==> config.mk <==
export PLATFORM = sky130hd
export DESIGN_NAME = ir_decoder
export DESIGN_NICKNAME = d
export VERILOG_FILES = /design/src/rtl/ir_decoder_pkg.sv /design/src/rtl/dec_if.sv /design/src/rtl/dec_result_reg.sv /design/src/rtl/fetch_bounds_check.sv /design/src/rtl/ir_decoder.sv /design/src/rtl/opcode_decoder.sv
export SDC_FILE = /design/constraint.sdc
export NUM_CORES = 1
export LEC_CHECK = 0
export BUFFER_PORTS_ARGS = -buffer_cell sky130_fd_sc_hd__buf_4
export CORE_MARGIN = 2
export CORE_UTILIZATION = 45
export CTS_CLUSTER_DIAMETER = 40
export DETAILED_ROUTE_END_ITERATION = 7
export GPL_ROUTABILITY_DRIVEN = 0
export PLACE_DENSITY = 0.77
export SYNTH_ARGS = -nofsm -noshare
export SYNTH_HDL_FRONTEND = slang
export SYNTH_SLANG_ARGS = --single-unit
==> constraint.sdc <==
create_clock -name clk_i -period 1 [get_ports clk_i]
set_input_delay 0.1 -clock clk_i [delete_from_list [all_inputs] [get_ports clk_i]]
set_output_delay 0.1 -clock clk_i [all_outputs]
set_load 0.02 [all_outputs]
==> src/rtl/ir_decoder_pkg.sv <==
`default_nettype none

package ir_decoder_pkg;

  localparam int unsigned XLEN       = 32;
  localparam int unsigned REG_ADDR_W = 5;
  localparam int unsigned OTYPE_W    = 3;

  //////////////////////////////////////////////////////////////////////
  // base opcodes
  //////////////////////////////////////////////////////////////////////

  localparam logic [6:0] OPCODE_LOAD     = 7'h03;
  localparam logic [6:0] OPCODE_MISC_MEM = 7'h0f;
  localparam logic [6:0] OPCODE_OP_IMM   = 7'h13;
  localparam logic [6:0] OPCODE_AUIPC    = 7'h17;
  localparam logic [6:0] OPCODE_STORE    = 7'h23;
  localparam logic [6:0] OPCODE_OP       = 7'h33;
  localparam logic [6:0] OPCODE_LUI      = 7'h37;
  localparam logic [6:0] OPCODE_BRANCH   = 7'h63;
  localparam logic [6:0] OPCODE_JALR     = 7'h67;
  localparam logic [6:0] OPCODE_JAL      = 7'h6f;
  localparam logic [6:0] OPCODE_SYSTEM   = 7'h73;

  // pipeline class
  localparam int unsigned PL_W = 3;

  localparam logic [PL_W-1:0] PL_ALU   = 3'd0;
  localparam logic [PL_W-1:0] PL_LS    = 3'd1;
  localparam logic [PL_W-1:0] PL_MULT  = 3'd2;   // multiplier and csr path
  localparam logic [PL_W-1:0] PL_LOCAL = 3'd3;
  localparam logic [PL_W-1:0] PL_JAL   = 3'd4;
  localparam logic [PL_W-1:0] PL_JALR  = 3'd5;

  // bit positions in the sysctl vector
  localparam int unsigned SYSCTL_W   = 7;

  localparam int unsigned SYS_ECALL  = 0;
  localparam int unsigned SYS_EBRK   = 1;
  localparam int unsigned SYS_MRET   = 2;
  localparam int unsigned SYS_DRET   = 3;
  localparam int unsigned SYS_WFI    = 4;
  localparam int unsigned SYS_FENCEI = 5;
  localparam int unsigned SYS_CSR    = 6;

  //////////////////////////////////////////////////////////////////////
  // instruction word, register form and system form
  //////////////////////////////////////////////////////////////////////

  typedef union packed {
    struct packed {
      logic [6:0]            funct7;
      logic [REG_ADDR_W-1:0] rs2;
      logic [REG_ADDR_W-1:0] rs1;
      logic [2:0]            funct3;
      logic [REG_ADDR_W-1:0] rd;
      logic [6:0]            opcode;
    } r;
    struct packed {
      logic [11:0]           funct12;   // csr address or system function
      logic [REG_ADDR_W-1:0] rs1;
      logic [2:0]            funct3;
      logic [REG_ADDR_W-1:0] rd;
      logic [6:0]            opcode;
    } s;
  } insn_word_u;

endpackage

`default_nettype wire

==> src/rtl/dec_if.sv <==
`default_nettype none

interface dec_if;
  import ir_decoder_pkg::*;

  logic [PL_W-1:0]       pl_type;
  logic [REG_ADDR_W-1:0] rs1;
  logic [REG_ADDR_W-1:0] rs2;
  logic [REG_ADDR_W-1:0] rd;
  logic                  rf_ren_a;
  logic                  rf_ren_b;
  logic                  rf_we;
  logic                  illegal_insn;   // includes the cheriot register rule
  logic [SYSCTL_W-1:0]   sysctl;
  logic                  is_branch;
  logic                  is_jal;
  logic                  is_jalr;

  modport dec (output pl_type, rs1, rs2, rd, rf_ren_a, rf_ren_b, rf_we,
               illegal_insn, sysctl, is_branch, is_jal, is_jalr);
  modport res (input  pl_type, rs1, rs2, rd, rf_ren_a, rf_ren_b, rf_we,
               illegal_insn, sysctl, is_branch, is_jal, is_jalr);

endinterface

`default_nettype wire

==> src/rtl/dec_result_reg.sv <==
`default_nettype none

module dec_result_reg (
  input  logic                                 clk_i,
  input  logic                                 rst_n_i,
  input  logic                                 valid_i,
  dec_if.res                                   dec_i,
  input  logic [ir_decoder_pkg::XLEN-1:0]      insn_i,
  input  logic [ir_decoder_pkg::XLEN-1:0]      pc_i,
  input  logic                                 is_comp_i,
  input  logic                                 fetch_err_i,
  input  logic                                 bound_vio_i,
  input  logic                                 perm_vio_i,
  input  logic                                 sr_missing_i,
  output logic                                 valid_o,
  output logic [ir_decoder_pkg::PL_W-1:0]      pl_type_o,
  output logic [ir_decoder_pkg::REG_ADDR_W-1:0] rs1_o,
  output logic [ir_decoder_pkg::REG_ADDR_W-1:0] rs2_o,
  output logic [ir_decoder_pkg::REG_ADDR_W-1:0] rd_o,
  output logic [1:0]                           rf_ren_o,
  output logic                                 rf_we_o,
  output logic                                 illegal_insn_o,
  output logic                                 perm_vio_o,
  output logic                                 bound_vio_o,
  output logic                                 fetch_err_o,
  output logic                                 any_err_o,
  output logic                                 is_branch_o,
  output logic                                 is_jal_o,
  output logic                                 is_jalr_o,
  output logic [ir_decoder_pkg::SYSCTL_W-1:0]  sysctl_o,
  output logic [ir_decoder_pkg::XLEN-1:0]      pc_nxt_o,
  output logic [ir_decoder_pkg::XLEN-1:0]      btarget_o
);
  import ir_decoder_pkg::*;

  logic [XLEN-1:0] imm_j, imm_b;
  logic [XLEN-1:0] pc_nxt_d, btarget_d;
  logic            perm_vio_d, any_err_d;

  assign imm_j = {{12{insn_i[31]}}, insn_i[19:12], insn_i[20], insn_i[30:21], 1'b0};
  assign imm_b = {{20{insn_i[31]}}, insn_i[7], insn_i[30:25], insn_i[11:8], 1'b0};

  assign pc_nxt_d  = pc_i + (is_comp_i ? XLEN'(2) : XLEN'(4));
  assign btarget_d = pc_i + (dec_i.is_jal ? imm_j : imm_b);

  // mret needs the system-register permission on top of the fetch checks
  assign perm_vio_d = perm_vio_i | (sr_missing_i & dec_i.sysctl[SYS_MRET]);
  assign any_err_d  = dec_i.illegal_insn | perm_vio_d | bound_vio_i | fetch_err_i;

  //////////////////////////////////////////////////////////////////////
  // output stage
  //////////////////////////////////////////////////////////////////////

  always_ff @(posedge clk_i or negedge rst_n_i) begin
    if (!rst_n_i) begin
      valid_o        <= 1'b0;
      pl_type_o      <= '0;
      rs1_o          <= '0;
      rs2_o          <= '0;
      rd_o           <= '0;
      rf_ren_o       <= '0;
      rf_we_o        <= 1'b0;
      illegal_insn_o <= 1'b0;
      perm_vio_o     <= 1'b0;
      bound_vio_o    <= 1'b0;
      fetch_err_o    <= 1'b0;
      any_err_o      <= 1'b0;
      is_branch_o    <= 1'b0;
      is_jal_o       <= 1'b0;
      is_jalr_o      <= 1'b0;
      sysctl_o       <= '0;
      pc_nxt_o       <= '0;
      btarget_o      <= '0;
    end else begin
      valid_o        <= valid_i;   // data loads every cycle regardless
      pl_type_o      <= dec_i.pl_type;
      rs1_o          <= dec_i.rs1;
      rs2_o          <= dec_i.rs2;
      rd_o           <= dec_i.rd;
      rf_ren_o       <= {dec_i.rf_ren_b, dec_i.rf_ren_a};
      rf_we_o        <= dec_i.rf_we;
      illegal_insn_o <= dec_i.illegal_insn;
      perm_vio_o     <= perm_vio_d;
      bound_vio_o    <= bound_vio_i;
      fetch_err_o    <= fetch_err_i;
      any_err_o      <= any_err_d;
      is_branch_o    <= dec_i.is_branch;
      is_jal_o       <= dec_i.is_jal;
      is_jalr_o      <= dec_i.is_jalr;
      sysctl_o       <= dec_i.sysctl;
      pc_nxt_o       <= pc_nxt_d;
      btarget_o      <= btarget_d;
    end
  end

endmodule

`default_nettype wire

==> src/rtl/fetch_bounds_check.sv <==
`default_nettype none

module fetch_bounds_check (
  input  logic [ir_decoder_pkg::XLEN-1:0]    pc_i,
  input  logic                               is_comp_i,
  input  logic                               cheri_pmode_i,
  input  logic                               debug_mode_i,
  input  logic [ir_decoder_pkg::XLEN-1:0]    pcc_base_i,
  input  logic [ir_decoder_pkg::XLEN:0]      pcc_top_i,
  input  logic                               pcc_tag_i,
  input  logic                               pcc_perm_ex_i,
  input  logic                               pcc_perm_sr_i,
  input  logic [ir_decoder_pkg::OTYPE_W-1:0] pcc_otype_i,
  output logic                               bound_vio_o,
  output logic                               perm_vio_o,
  output logic                               sr_missing_o
);
  import ir_decoder_pkg::*;

  logic [XLEN+1:0] hdrm;   // top - pc, msb is the borrow
  logic            hdrm_ge2, hdrm_ge4, hdrm_ok;
  logic            base_ok, allow_all;
  logic            check_en;

  assign check_en = cheri_pmode_i & ~debug_mode_i;

  // full 32-bit space, lets pc 0xffff_fffe fetch a 32-bit insn
  assign allow_all = (pcc_base_i == '0) & pcc_top_i[XLEN];

  assign hdrm     = {1'b0, pcc_top_i} - {2'b00, pc_i};
  assign hdrm_ge4 = ~hdrm[XLEN+1] & (|hdrm[XLEN:2]);
  assign hdrm_ge2 = ~hdrm[XLEN+1] & (|hdrm[XLEN:1]);
  assign hdrm_ok  = allow_all | (is_comp_i ? hdrm_ge2 : hdrm_ge4);
  assign base_ok  = (pc_i >= pcc_base_i);

  assign bound_vio_o  = check_en & (~base_ok | ~hdrm_ok);
  assign perm_vio_o   = check_en & (~pcc_perm_ex_i | ~pcc_tag_i | (pcc_otype_i != '0));
  assign sr_missing_o = check_en & ~pcc_perm_sr_i;   // only matters for mret

endmodule

`default_nettype wire

==> src/rtl/ir_decoder.sv <==
`default_nettype none

module ir_decoder (
  input  logic                                  clk_i,
  input  logic                                  rst_n_i,
  input  logic                                  valid_i,
  input  logic [ir_decoder_pkg::XLEN-1:0]       insn_i,
  input  logic [ir_decoder_pkg::XLEN-1:0]       pc_i,
  input  logic                                  is_comp_i,
  input  logic                                  fetch_err_i,
  input  logic                                  cheri_pmode_i,
  input  logic                                  debug_mode_i,
  input  logic [ir_decoder_pkg::XLEN-1:0]       pcc_base_i,
  input  logic [ir_decoder_pkg::XLEN:0]         pcc_top_i,
  input  logic                                  pcc_tag_i,
  input  logic                                  pcc_perm_ex_i,
  input  logic                                  pcc_perm_sr_i,
  input  logic [ir_decoder_pkg::OTYPE_W-1:0]    pcc_otype_i,
  output logic                                  valid_o,
  output logic [ir_decoder_pkg::PL_W-1:0]       pl_type_o,
  output logic [ir_decoder_pkg::REG_ADDR_W-1:0] rs1_o,
  output logic [ir_decoder_pkg::REG_ADDR_W-1:0] rs2_o,
  output logic [ir_decoder_pkg::REG_ADDR_W-1:0] rd_o,
  output logic [1:0]                            rf_ren_o,   // {b, a}
  output logic                                  rf_we_o,
  output logic                                  illegal_insn_o,
  output logic                                  perm_vio_o,
  output logic                                  bound_vio_o,
  output logic                                  fetch_err_o,
  output logic                                  any_err_o,
  output logic                                  is_branch_o,
  output logic                                  is_jal_o,
  output logic                                  is_jalr_o,
  output logic [ir_decoder_pkg::SYSCTL_W-1:0]   sysctl_o,
  output logic [ir_decoder_pkg::XLEN-1:0]       pc_nxt_o,
  output logic [ir_decoder_pkg::XLEN-1:0]       btarget_o
);

  logic bound_vio, perm_vio, sr_missing;

  dec_if i_dec_if ();

  opcode_decoder #(
    .RV32M (1'b1)
  ) i_opcode_decoder (
    .insn_i        (insn_i),
    .cheri_pmode_i (cheri_pmode_i),
    .dec_o         (i_dec_if.dec)
  );

  // pc against pcc, runs beside the opcode decode
  fetch_bounds_check i_fetch_bounds_check (
    .pc_i          (pc_i),
    .is_comp_i     (is_comp_i),
    .cheri_pmode_i (cheri_pmode_i),
    .debug_mode_i  (debug_mode_i),
    .pcc_base_i    (pcc_base_i),
    .pcc_top_i     (pcc_top_i),
    .pcc_tag_i     (pcc_tag_i),
    .pcc_perm_ex_i (pcc_perm_ex_i),
    .pcc_perm_sr_i (pcc_perm_sr_i),
    .pcc_otype_i   (pcc_otype_i),
    .bound_vio_o   (bound_vio),
    .perm_vio_o    (perm_vio),
    .sr_missing_o  (sr_missing)
  );

  dec_result_reg i_dec_result_reg (
    .clk_i          (clk_i),
    .rst_n_i        (rst_n_i),
    .valid_i        (valid_i),
    .dec_i          (i_dec_if.res),
    .insn_i         (insn_i),
    .pc_i           (pc_i),
    .is_comp_i      (is_comp_i),
    .fetch_err_i    (fetch_err_i),
    .bound_vio_i    (bound_vio),
    .perm_vio_i     (perm_vio),
    .sr_missing_i   (sr_missing),
    .valid_o        (valid_o),
    .pl_type_o      (pl_type_o),
    .rs1_o          (rs1_o),
    .rs2_o          (rs2_o),
    .rd_o           (rd_o),
    .rf_ren_o       (rf_ren_o),
    .rf_we_o        (rf_we_o),
    .illegal_insn_o (illegal_insn_o),
    .perm_vio_o     (perm_vio_o),
    .bound_vio_o    (bound_vio_o),
    .fetch_err_o    (fetch_err_o),
    .any_err_o      (any_err_o),
    .is_branch_o    (is_branch_o),
    .is_jal_o       (is_jal_o),
    .is_jalr_o      (is_jalr_o),
    .sysctl_o       (sysctl_o),
    .pc_nxt_o       (pc_nxt_o),
    .btarget_o      (btarget_o)
  );

endmodule

`default_nettype wire

==> src/rtl/opcode_decoder.sv <==
`default_nettype none

module opcode_decoder #(
  parameter bit RV32M = 1'b1
) (
  input  logic [ir_decoder_pkg::XLEN-1:0] insn_i,
  input  logic                            cheri_pmode_i,
  dec_if.dec                              dec_o
);
  import ir_decoder_pkg::*;

  insn_word_u            insn;
  logic [PL_W-1:0]       pl_type;
  logic                  rf_ren_a, rf_ren_b, rf_we;
  logic                  ren_a_ok, ren_b_ok, we_ok;
  logic                  illegal_insn, illegal_reg;
  logic [SYSCTL_W-1:0]   sysctl;
  logic [REG_ADDR_W-1:0] addr_mask;

  assign insn = insn_i;

  //////////////////////////////////////////////////////////////////////
  // opcode decode
  //////////////////////////////////////////////////////////////////////

  always_comb begin
    pl_type      = PL_ALU;
    rf_ren_a     = 1'b0;
    rf_ren_b     = 1'b0;
    rf_we        = 1'b0;
    illegal_insn = 1'b0;
    sysctl       = '0;

    unique case (insn.r.opcode)
      OPCODE_JAL: begin
        pl_type = PL_JAL;
        rf_we   = 1'b1;
      end
      OPCODE_JALR: begin
        pl_type      = PL_JALR;
        rf_ren_a     = 1'b1;
        rf_we        = 1'b1;
        illegal_insn = (insn.r.funct3 != 3'b000);
      end
      OPCODE_BRANCH: begin
        pl_type      = PL_LOCAL;
        rf_ren_a     = 1'b1;
        rf_ren_b     = 1'b1;
        illegal_insn = (insn.r.funct3[2:1] == 2'b01);   // funct3 2 and 3
      end
      OPCODE_LOAD: begin
        pl_type      = PL_LS;
        rf_ren_a     = 1'b1;
        rf_we        = 1'b1;
        illegal_insn = (insn.r.funct3[2:1] == 2'b11) || (insn.r.funct3 == 3'b011);
      end
      OPCODE_STORE: begin
        pl_type      = PL_LS;
        rf_ren_a     = 1'b1;
        rf_ren_b     = 1'b1;
        illegal_insn = insn.r.funct3[2] || (insn.r.funct3[1:0] == 2'b11);
      end
      OPCODE_LUI, OPCODE_AUIPC: begin
        rf_we = 1'b1;
      end
      OPCODE_OP_IMM: begin
        rf_ren_a = 1'b1;
        rf_we    = 1'b1;
        // only the shifts constrain funct7
        if (insn.r.funct3 == 3'b001) begin
          illegal_insn = (insn.r.funct7 != 7'h00);
        end else if (insn.r.funct3 == 3'b101) begin
          illegal_insn = (insn.r.funct7 != 7'h00) && (insn.r.funct7 != 7'h20);
        end
      end
      OPCODE_OP: begin
        rf_ren_a = 1'b1;
        rf_ren_b = 1'b1;
        rf_we    = 1'b1;
        case ({insn.r.funct7, insn.r.funct3})
          {7'h00, 3'b000}, {7'h20, 3'b000},   // add, sub
          {7'h00, 3'b001}, {7'h00, 3'b010},
          {7'h00, 3'b011}, {7'h00, 3'b100},
          {7'h00, 3'b101}, {7'h20, 3'b101},   // srl, sra
          {7'h00, 3'b110}, {7'h00, 3'b111}: begin
            pl_type = PL_ALU;
          end
          default: begin
            if (insn.r.funct7 == 7'h01) begin   // mul/div group
              pl_type      = PL_MULT;
              illegal_insn = ~RV32M;
            end else begin
              illegal_insn = 1'b1;
            end
          end
        endcase
      end
      OPCODE_MISC_MEM: begin
        pl_type = PL_LOCAL;
        if (insn.r.funct3 == 3'b001) begin
          sysctl[SYS_FENCEI] = 1'b1;
        end else if (insn.r.funct3 != 3'b000) begin
          illegal_insn = 1'b1;
        end
      end
      OPCODE_SYSTEM: begin
        if (insn.s.funct3 == 3'b000) begin
          pl_type = PL_LOCAL;
          case (insn.s.funct12)
            12'h000: sysctl[SYS_ECALL] = 1'b1;
            12'h001: sysctl[SYS_EBRK]  = 1'b1;
            12'h302: sysctl[SYS_MRET]  = 1'b1;
            12'h7b2: sysctl[SYS_DRET]  = 1'b1;
            12'h105: sysctl[SYS_WFI]   = 1'b1;
            default: illegal_insn      = 1'b1;
          endcase
          if ((insn.s.rs1 != '0) || (insn.s.rd != '0)) begin
            illegal_insn = 1'b1;
          end
        end else begin
          // csr access, rd written even when zero
          pl_type         = PL_MULT;
          sysctl[SYS_CSR] = 1'b1;
          rf_ren_a        = ~insn.s.funct3[2];   // immediate forms skip rs1
          rf_we           = 1'b1;
          illegal_insn    = (insn.s.funct3[1:0] == 2'b00);
        end
      end
      default: illegal_insn = 1'b1;
    endcase
  end

  // cheriot mode only exposes x0..x15
  assign illegal_reg = cheri_pmode_i & ((rf_ren_a & insn.r.rs1[4]) |
                                        (rf_ren_b & insn.r.rs2[4]) |
                                        (rf_we    & insn.r.rd[4]));

  assign ren_a_ok  = rf_ren_a & ~illegal_reg;
  assign ren_b_ok  = rf_ren_b & ~illegal_reg;
  assign we_ok     = rf_we    & ~illegal_reg;
  assign addr_mask = {~cheri_pmode_i, 4'hf};

  assign dec_o.pl_type      = pl_type;
  assign dec_o.rs1          = ren_a_ok ? (insn.r.rs1 & addr_mask) : '0;
  assign dec_o.rs2          = ren_b_ok ? (insn.r.rs2 & addr_mask) : '0;
  assign dec_o.rd           = we_ok    ? (insn.r.rd  & addr_mask) : '0;
  assign dec_o.rf_ren_a     = ren_a_ok;
  assign dec_o.rf_ren_b     = ren_b_ok;
  assign dec_o.rf_we        = we_ok;
  assign dec_o.illegal_insn = illegal_insn | illegal_reg;
  assign dec_o.sysctl       = sysctl;
  assign dec_o.is_branch    = (insn.r.opcode == OPCODE_BRANCH);
  assign dec_o.is_jal       = (insn.r.opcode == OPCODE_JAL);
  assign dec_o.is_jalr      = (insn.r.opcode == OPCODE_JALR);

endmodule

`default_nettype wire

==> out/metrics.cfg, run 1 <==
[floorplanning]
row_count=49
die_h_um=139.9
start_util=0.4611
die_w_um=139.9
pin_count=243

[synth]
postSynthAreaPerCell_um2=8.515
synthFlopType=dfrtp_1
synth_seq_cells=100
async_flop_share=1.000
yosys.area.top_type=dfrtp_1
ys.warnings.count=0
netlist_instances=976
synth-seq-area-share=0.3011
syn_nets=1216
yosysUniqueCellTypes=71
synth_edf_count=0
netlist_area_um2=8310
synth_area_leaders=dfrtp_1 30%, ha_1 14%, xnor2_1 5.7%
synth_top_area_frac=0.3011

[placement]
io_buffers=242
hpwl_um=26730
place_ws_ns=-2.822
place_area_um2=13280

[outcome]
status=aborted with a tool error
stop_stage=global routing (5_1_grt)
error=[ERROR GRT-0232] Routing congestion too high. Check the congestion heatmap in the GUI.

[clock_network]
cts_buffers=9
clockBufferDepth=2
cts-root-buf=clkbuf_16
clock_sinks=100
cts_htree_levels=3

[timing]
worst_endpoint_kind=register data pin
grt-worst-endpoint=i_dec_result_reg.btarget_o[31]$_DFF_PN0_/D

[global_route]
grt-ovfl-total=92
grt_start_max_net_pins=29
track_usage=0.8038
antenna_found_initial=9

==> kinds of logic after synthesis <==
group | Yosys count | share of synthesized area
xor gates and xnor gates | 68 | 0.07167
DFF | 100 | 0.3011
AOI/OAI and AO/OA | 259 | 0.2108
muxes | 9 | 0.01174
adders and majority gates | 98 | 0.1503
buffers and inverters | 110 | 0.05059
and+or+nand+nor | 332 | 0.2039
==> Yosys cell counts, drive strengths merged (8+ instances only) <==
cell and instances:
inv 85, nand3 18, dfrtp 100, nor2b 12, nor2 83, o21a 9
nor3 34, ha 95, and4 8, a21oi 75, nand2 59, nand2b 17
a31oi 9, xor2 14, and3 9, xnor2 54, nand4 27, clkbuf 21
and2 22, nor4 22, o21ai 52, a21o 41
==> stage by stage <==
stage | instances | hold WS, ns | utilization | setup TNS, ns
after floorplan | 976 | -0.1956 | - | -78.36
after detailed placement | 1765 | 0.01788 | 0.7369 | -113.56
after CTS | 1865 | -0.002759 | 0.8440 | -81.61
after global placement | 1765 | 0.02009 | 0.7369 | -109.19
==> layer usage <==
layer,GRT usage,overflow
met1,0.7938,4
met2,0.9376,40
met3,0.6903,1
met4,0.8005,47
met5,0.4612,0
==> repair_timing <==
action                                 4_1_cts
setup endpoints to repair                  119
hold buffers                                12
endpoints found under the hold margin      113
gates resized for setup                    213
pin swaps                                   86
setup buffers                               83
==> run 2, diff against run 1 <==
--- a/config.mk
+++ b/config.mk
@@ -7,11 +7,10 @@
 export LEC_CHECK = 0
 export BUFFER_PORTS_ARGS = -buffer_cell sky130_fd_sc_hd__buf_4
 export CORE_MARGIN = 2
-export CORE_UTILIZATION = 45
-export CTS_CLUSTER_DIAMETER = 40
+export CORE_UTILIZATION = 30
 export DETAILED_ROUTE_END_ITERATION = 7
 export GPL_ROUTABILITY_DRIVEN = 0
-export PLACE_DENSITY = 0.77
+export PLACE_DENSITY_LB_ADDON = 0.15
 export SYNTH_ARGS = -nofsm -noshare
 export SYNTH_HDL_FRONTEND = slang
 export SYNTH_SLANG_ARGS = --single-unit
==> run 2 against run 1 <==
Net effect: the flow now finishes, with violations (negative setup slack); synthesized cell count stayed put; synthesized area stayed put.
==> out/metrics.cfg, run 2 <==
[cells_and_area]
largest_register_ffs=32
final_area_um2=15700
area_growth_pct=88.96
final_cell_mix=509 x buf_4, 133 x buf_6, 100 x dfrtp_1
layout.nets=1862
drive_gt1_frac=0.5212
top_register=i_dec_result_reg.pc_nxt_o
largestRegisters=i_dec_result_reg.pc_nxt_o: 32 flops, i_dec_result_reg.btarget_o: 31 flops, i_dec_result_reg.sysctl_o: 7 flops
diodes=0
finish.utilization=0.5795
layout_commonest_cell=buf_4

[run]
max-cap-violations=0

[power]
power_density_nw_per_um2=1005
p_leak_nw=7.801
ir_drop_v=0.0008082

[synth]
netlist_area_um2=8310  ; unchanged
ys.warnings.count=0  ; unchanged
netlist_instances=976  ; unchanged
synth_edf_count=0  ; unchanged
postSynthAreaPerCell_um2=8.515  ; unchanged
synth-seq-area-share=0.3011  ; unchanged
syn_nets=1216  ; unchanged
async_flop_share=1.000  ; unchanged
synth_top_area_frac=0.3011  ; unchanged
yosys.area.top_type=dfrtp_1  ; unchanged
yosysUniqueCellTypes=71  ; unchanged
synth_seq_cells=100  ; unchanged
synth_commonest_cells=100 x dfrtp_1, 95 x ha_1, 85 x inv_1  ; unchanged
synth_most_common_cell=dfrtp_1  ; unchanged
synthFlopType=dfrtp_1  ; unchanged
synth_area_leaders=dfrtp_1 30%, ha_1 14%, xnor2_1 5.7%  ; unchanged

[global_route]
grt_pass1_vias=10120
grt_pass1_wl_um=54390
grt_start_max_net_pins=34
antenna_found_initial=0
track_usage=0.2449
grt-ovfl-total=0

[clock_network]
cts_tree=done
cts.clk_slew.worst_paths_ns=0.08
clock_sinks=100  ; unchanged
clockBufferDepth=2  ; unchanged
cts-root-buf=clkbuf_16  ; unchanged
cts_buffers=9  ; unchanged
cts_htree_levels=3  ; unchanged

[floorplanning]
row_count=60  ; was 49
die-area_um2=29050
die_w_um=170.4  ; was 139.9 um
coreArea_um2=27100
start_util=0.3066  ; was 0.4611
pin_count=243  ; unchanged
die_h_um=170.4  ; was 139.9 um

[timing]
fin_setup_tns_ns=-77.14
drv_slew=0
hold_violations=0
relSlewSlack=0.7229
setup_ws_ns=-2.289
grt_setup_unrepaired=yes
timing.fmax_mhz=304.1
fin_crit_ns=3.289
finalSetupViolCount=82
max_slew.worst_pin.slew_ns=0.4052
fin_crit_sh=3.289

[min_path]
holdPathStages=3
hold_path_class=in -> reg
hold_end=i_dec_result_reg.perm_vio_o
min_from=pcc_perm_sr_i

[worst_setup_path]
worst_path_largest_cell_delay_ns=0.39
cp_max_fo=4
cp_cell_sequence=buf_6 -> nand2b_4 -> or2_4 -> nor2_4 -> and2_4 -> mux2_4 -> ha_4 -> fa_2 -> a211oi_2 -> o211ai_1 -> a31oi_2 -> nor4_2 -> o21ai_1 -> a21boi_1 -> and3_1 -> a2111oi_2 -> o21bai_1 -> a21oi_1 -> xnor2_1
end_kind=register
crit_arrival_ns=3.57
critical-path-slowest-cell=fa_2
required_ns=1.28
worstSetupPathType=in -> reg
start_kind=primary input

[placement]
hpwl_um=28620  ; was 26730 um
place_area_um2=13490  ; was 13280 um^2
io_buffers=242  ; unchanged
place_ws_ns=-2.845  ; was -2.822 ns

[detailed_routing]
drt_iter0_markers=440
avgRoutedWirePerCell_um=17.64
routed_wl_um=35260
num_vias=9843
remaining_drc_errors=0
ant_nets=0
first_pass_iters=5
via_per_inst=4.924

[outcome]
failed_checks=negative setup slack
status=finished, violations left  ; was aborted with a tool error

-- run 2: area by class of cell --
cell class,instances,area (um^2)
inverters,85,336.6
multi-input cells,766,6558
repair buffers,660,5554
fillers,2390,11400
flip-flops and latches,100,2502
clock buffers,9,225.2
well taps,372,465.4
clock inverters,7,62.56
-- run 2: repair_timing --
| action | in CTS | in global routing |
|---|---|---|
| endpoints found under the setup margin | 114 | 152 |
| setup buffers | 73 | 28 |
| pin swaps | 101 | 70 |
| hold buffers | 9 | 0 |
| hold endpoints to repair | 109 | 0 |
| gates resized for setup | 217 | 113 |
-- run 2: worst max-delay path, delay by kind of cell --
kind            cells  cell delay, ns
buf+inv             1            0.09
mux                 1            0.32
compound gates      8            1.40
fa+ha+maj           2            0.56
xor+xnor            1            0.13
simple gates        6            0.93
-- run 2: logic make-up after synthesis --
| kind of cell | Yosys count | share of synthesized area |
|---|---|---|
| xor gates and xnor gates | 68 | 0.07167 |
| adders and majority gates | 98 | 0.1503 |
| DFF | 100 | 0.3011 |
| muxes | 9 | 0.01174 |
| and+or+nand+nor | 332 | 0.2039 |
| buffers and inverters | 110 | 0.05059 |
| AOI/OAI and AO/OA | 259 | 0.2108 |
-- run 2: how the worst max path moves through the flow --
stage | from | to | slack [ns]
floorplan | insn_i[4] | i_dec_result_reg.btarget_o[31] | -2.60
global placement | insn_i[4] | i_dec_result_reg.btarget_o[31] | -2.74
detailed placement | insn_i[4] | i_dec_result_reg.btarget_o[28] | -2.84
CTS | insn_i[4] | i_dec_result_reg.btarget_o[31] | -2.24
global route | insn_i[4] | i_dec_result_reg.btarget_o[31] | -2.51
finish | insn_i[4] | i_dec_result_reg.btarget_o[31] | -2.29
-- run 2: power breakdown --
group	internal [mW]	total, mW	switching, mW
sequential	4.41	4.60	0.191
clock	1.74	3.48	1.75
combinational	3.98	7.70	3.72
total	10.1	15.8	5.66
-- run 2: stage by stage --
step	power, mW	hold slack (ns)	instances
final	15.78	0.009269	1999
after global routing	16.66	0.001846	1999
after CTS	15.55	0.004410	2005
after detailed placement	11.26	-0.008918	1913
after global placement	11.20	-0.006102	1913
after floorplan	7.741	-0.1956	976
-- run 2: routing by layer --
| metal | up-vias | wire length, um | GRT usage |
|---|---|---|---|
| met1 | 4631 | 15160 | 0.3110 |
| met5 | - | 0 | 0 |
| met4 | 0 | 1198 | 0.08584 |
| met3 | 68 | 1825 | 0.03186 |
| li1 | 4820 | - | - |
| met2 | 324 | 17080 | 0.4263 |
Note: power is estimated with default switching activity, not from simulation.
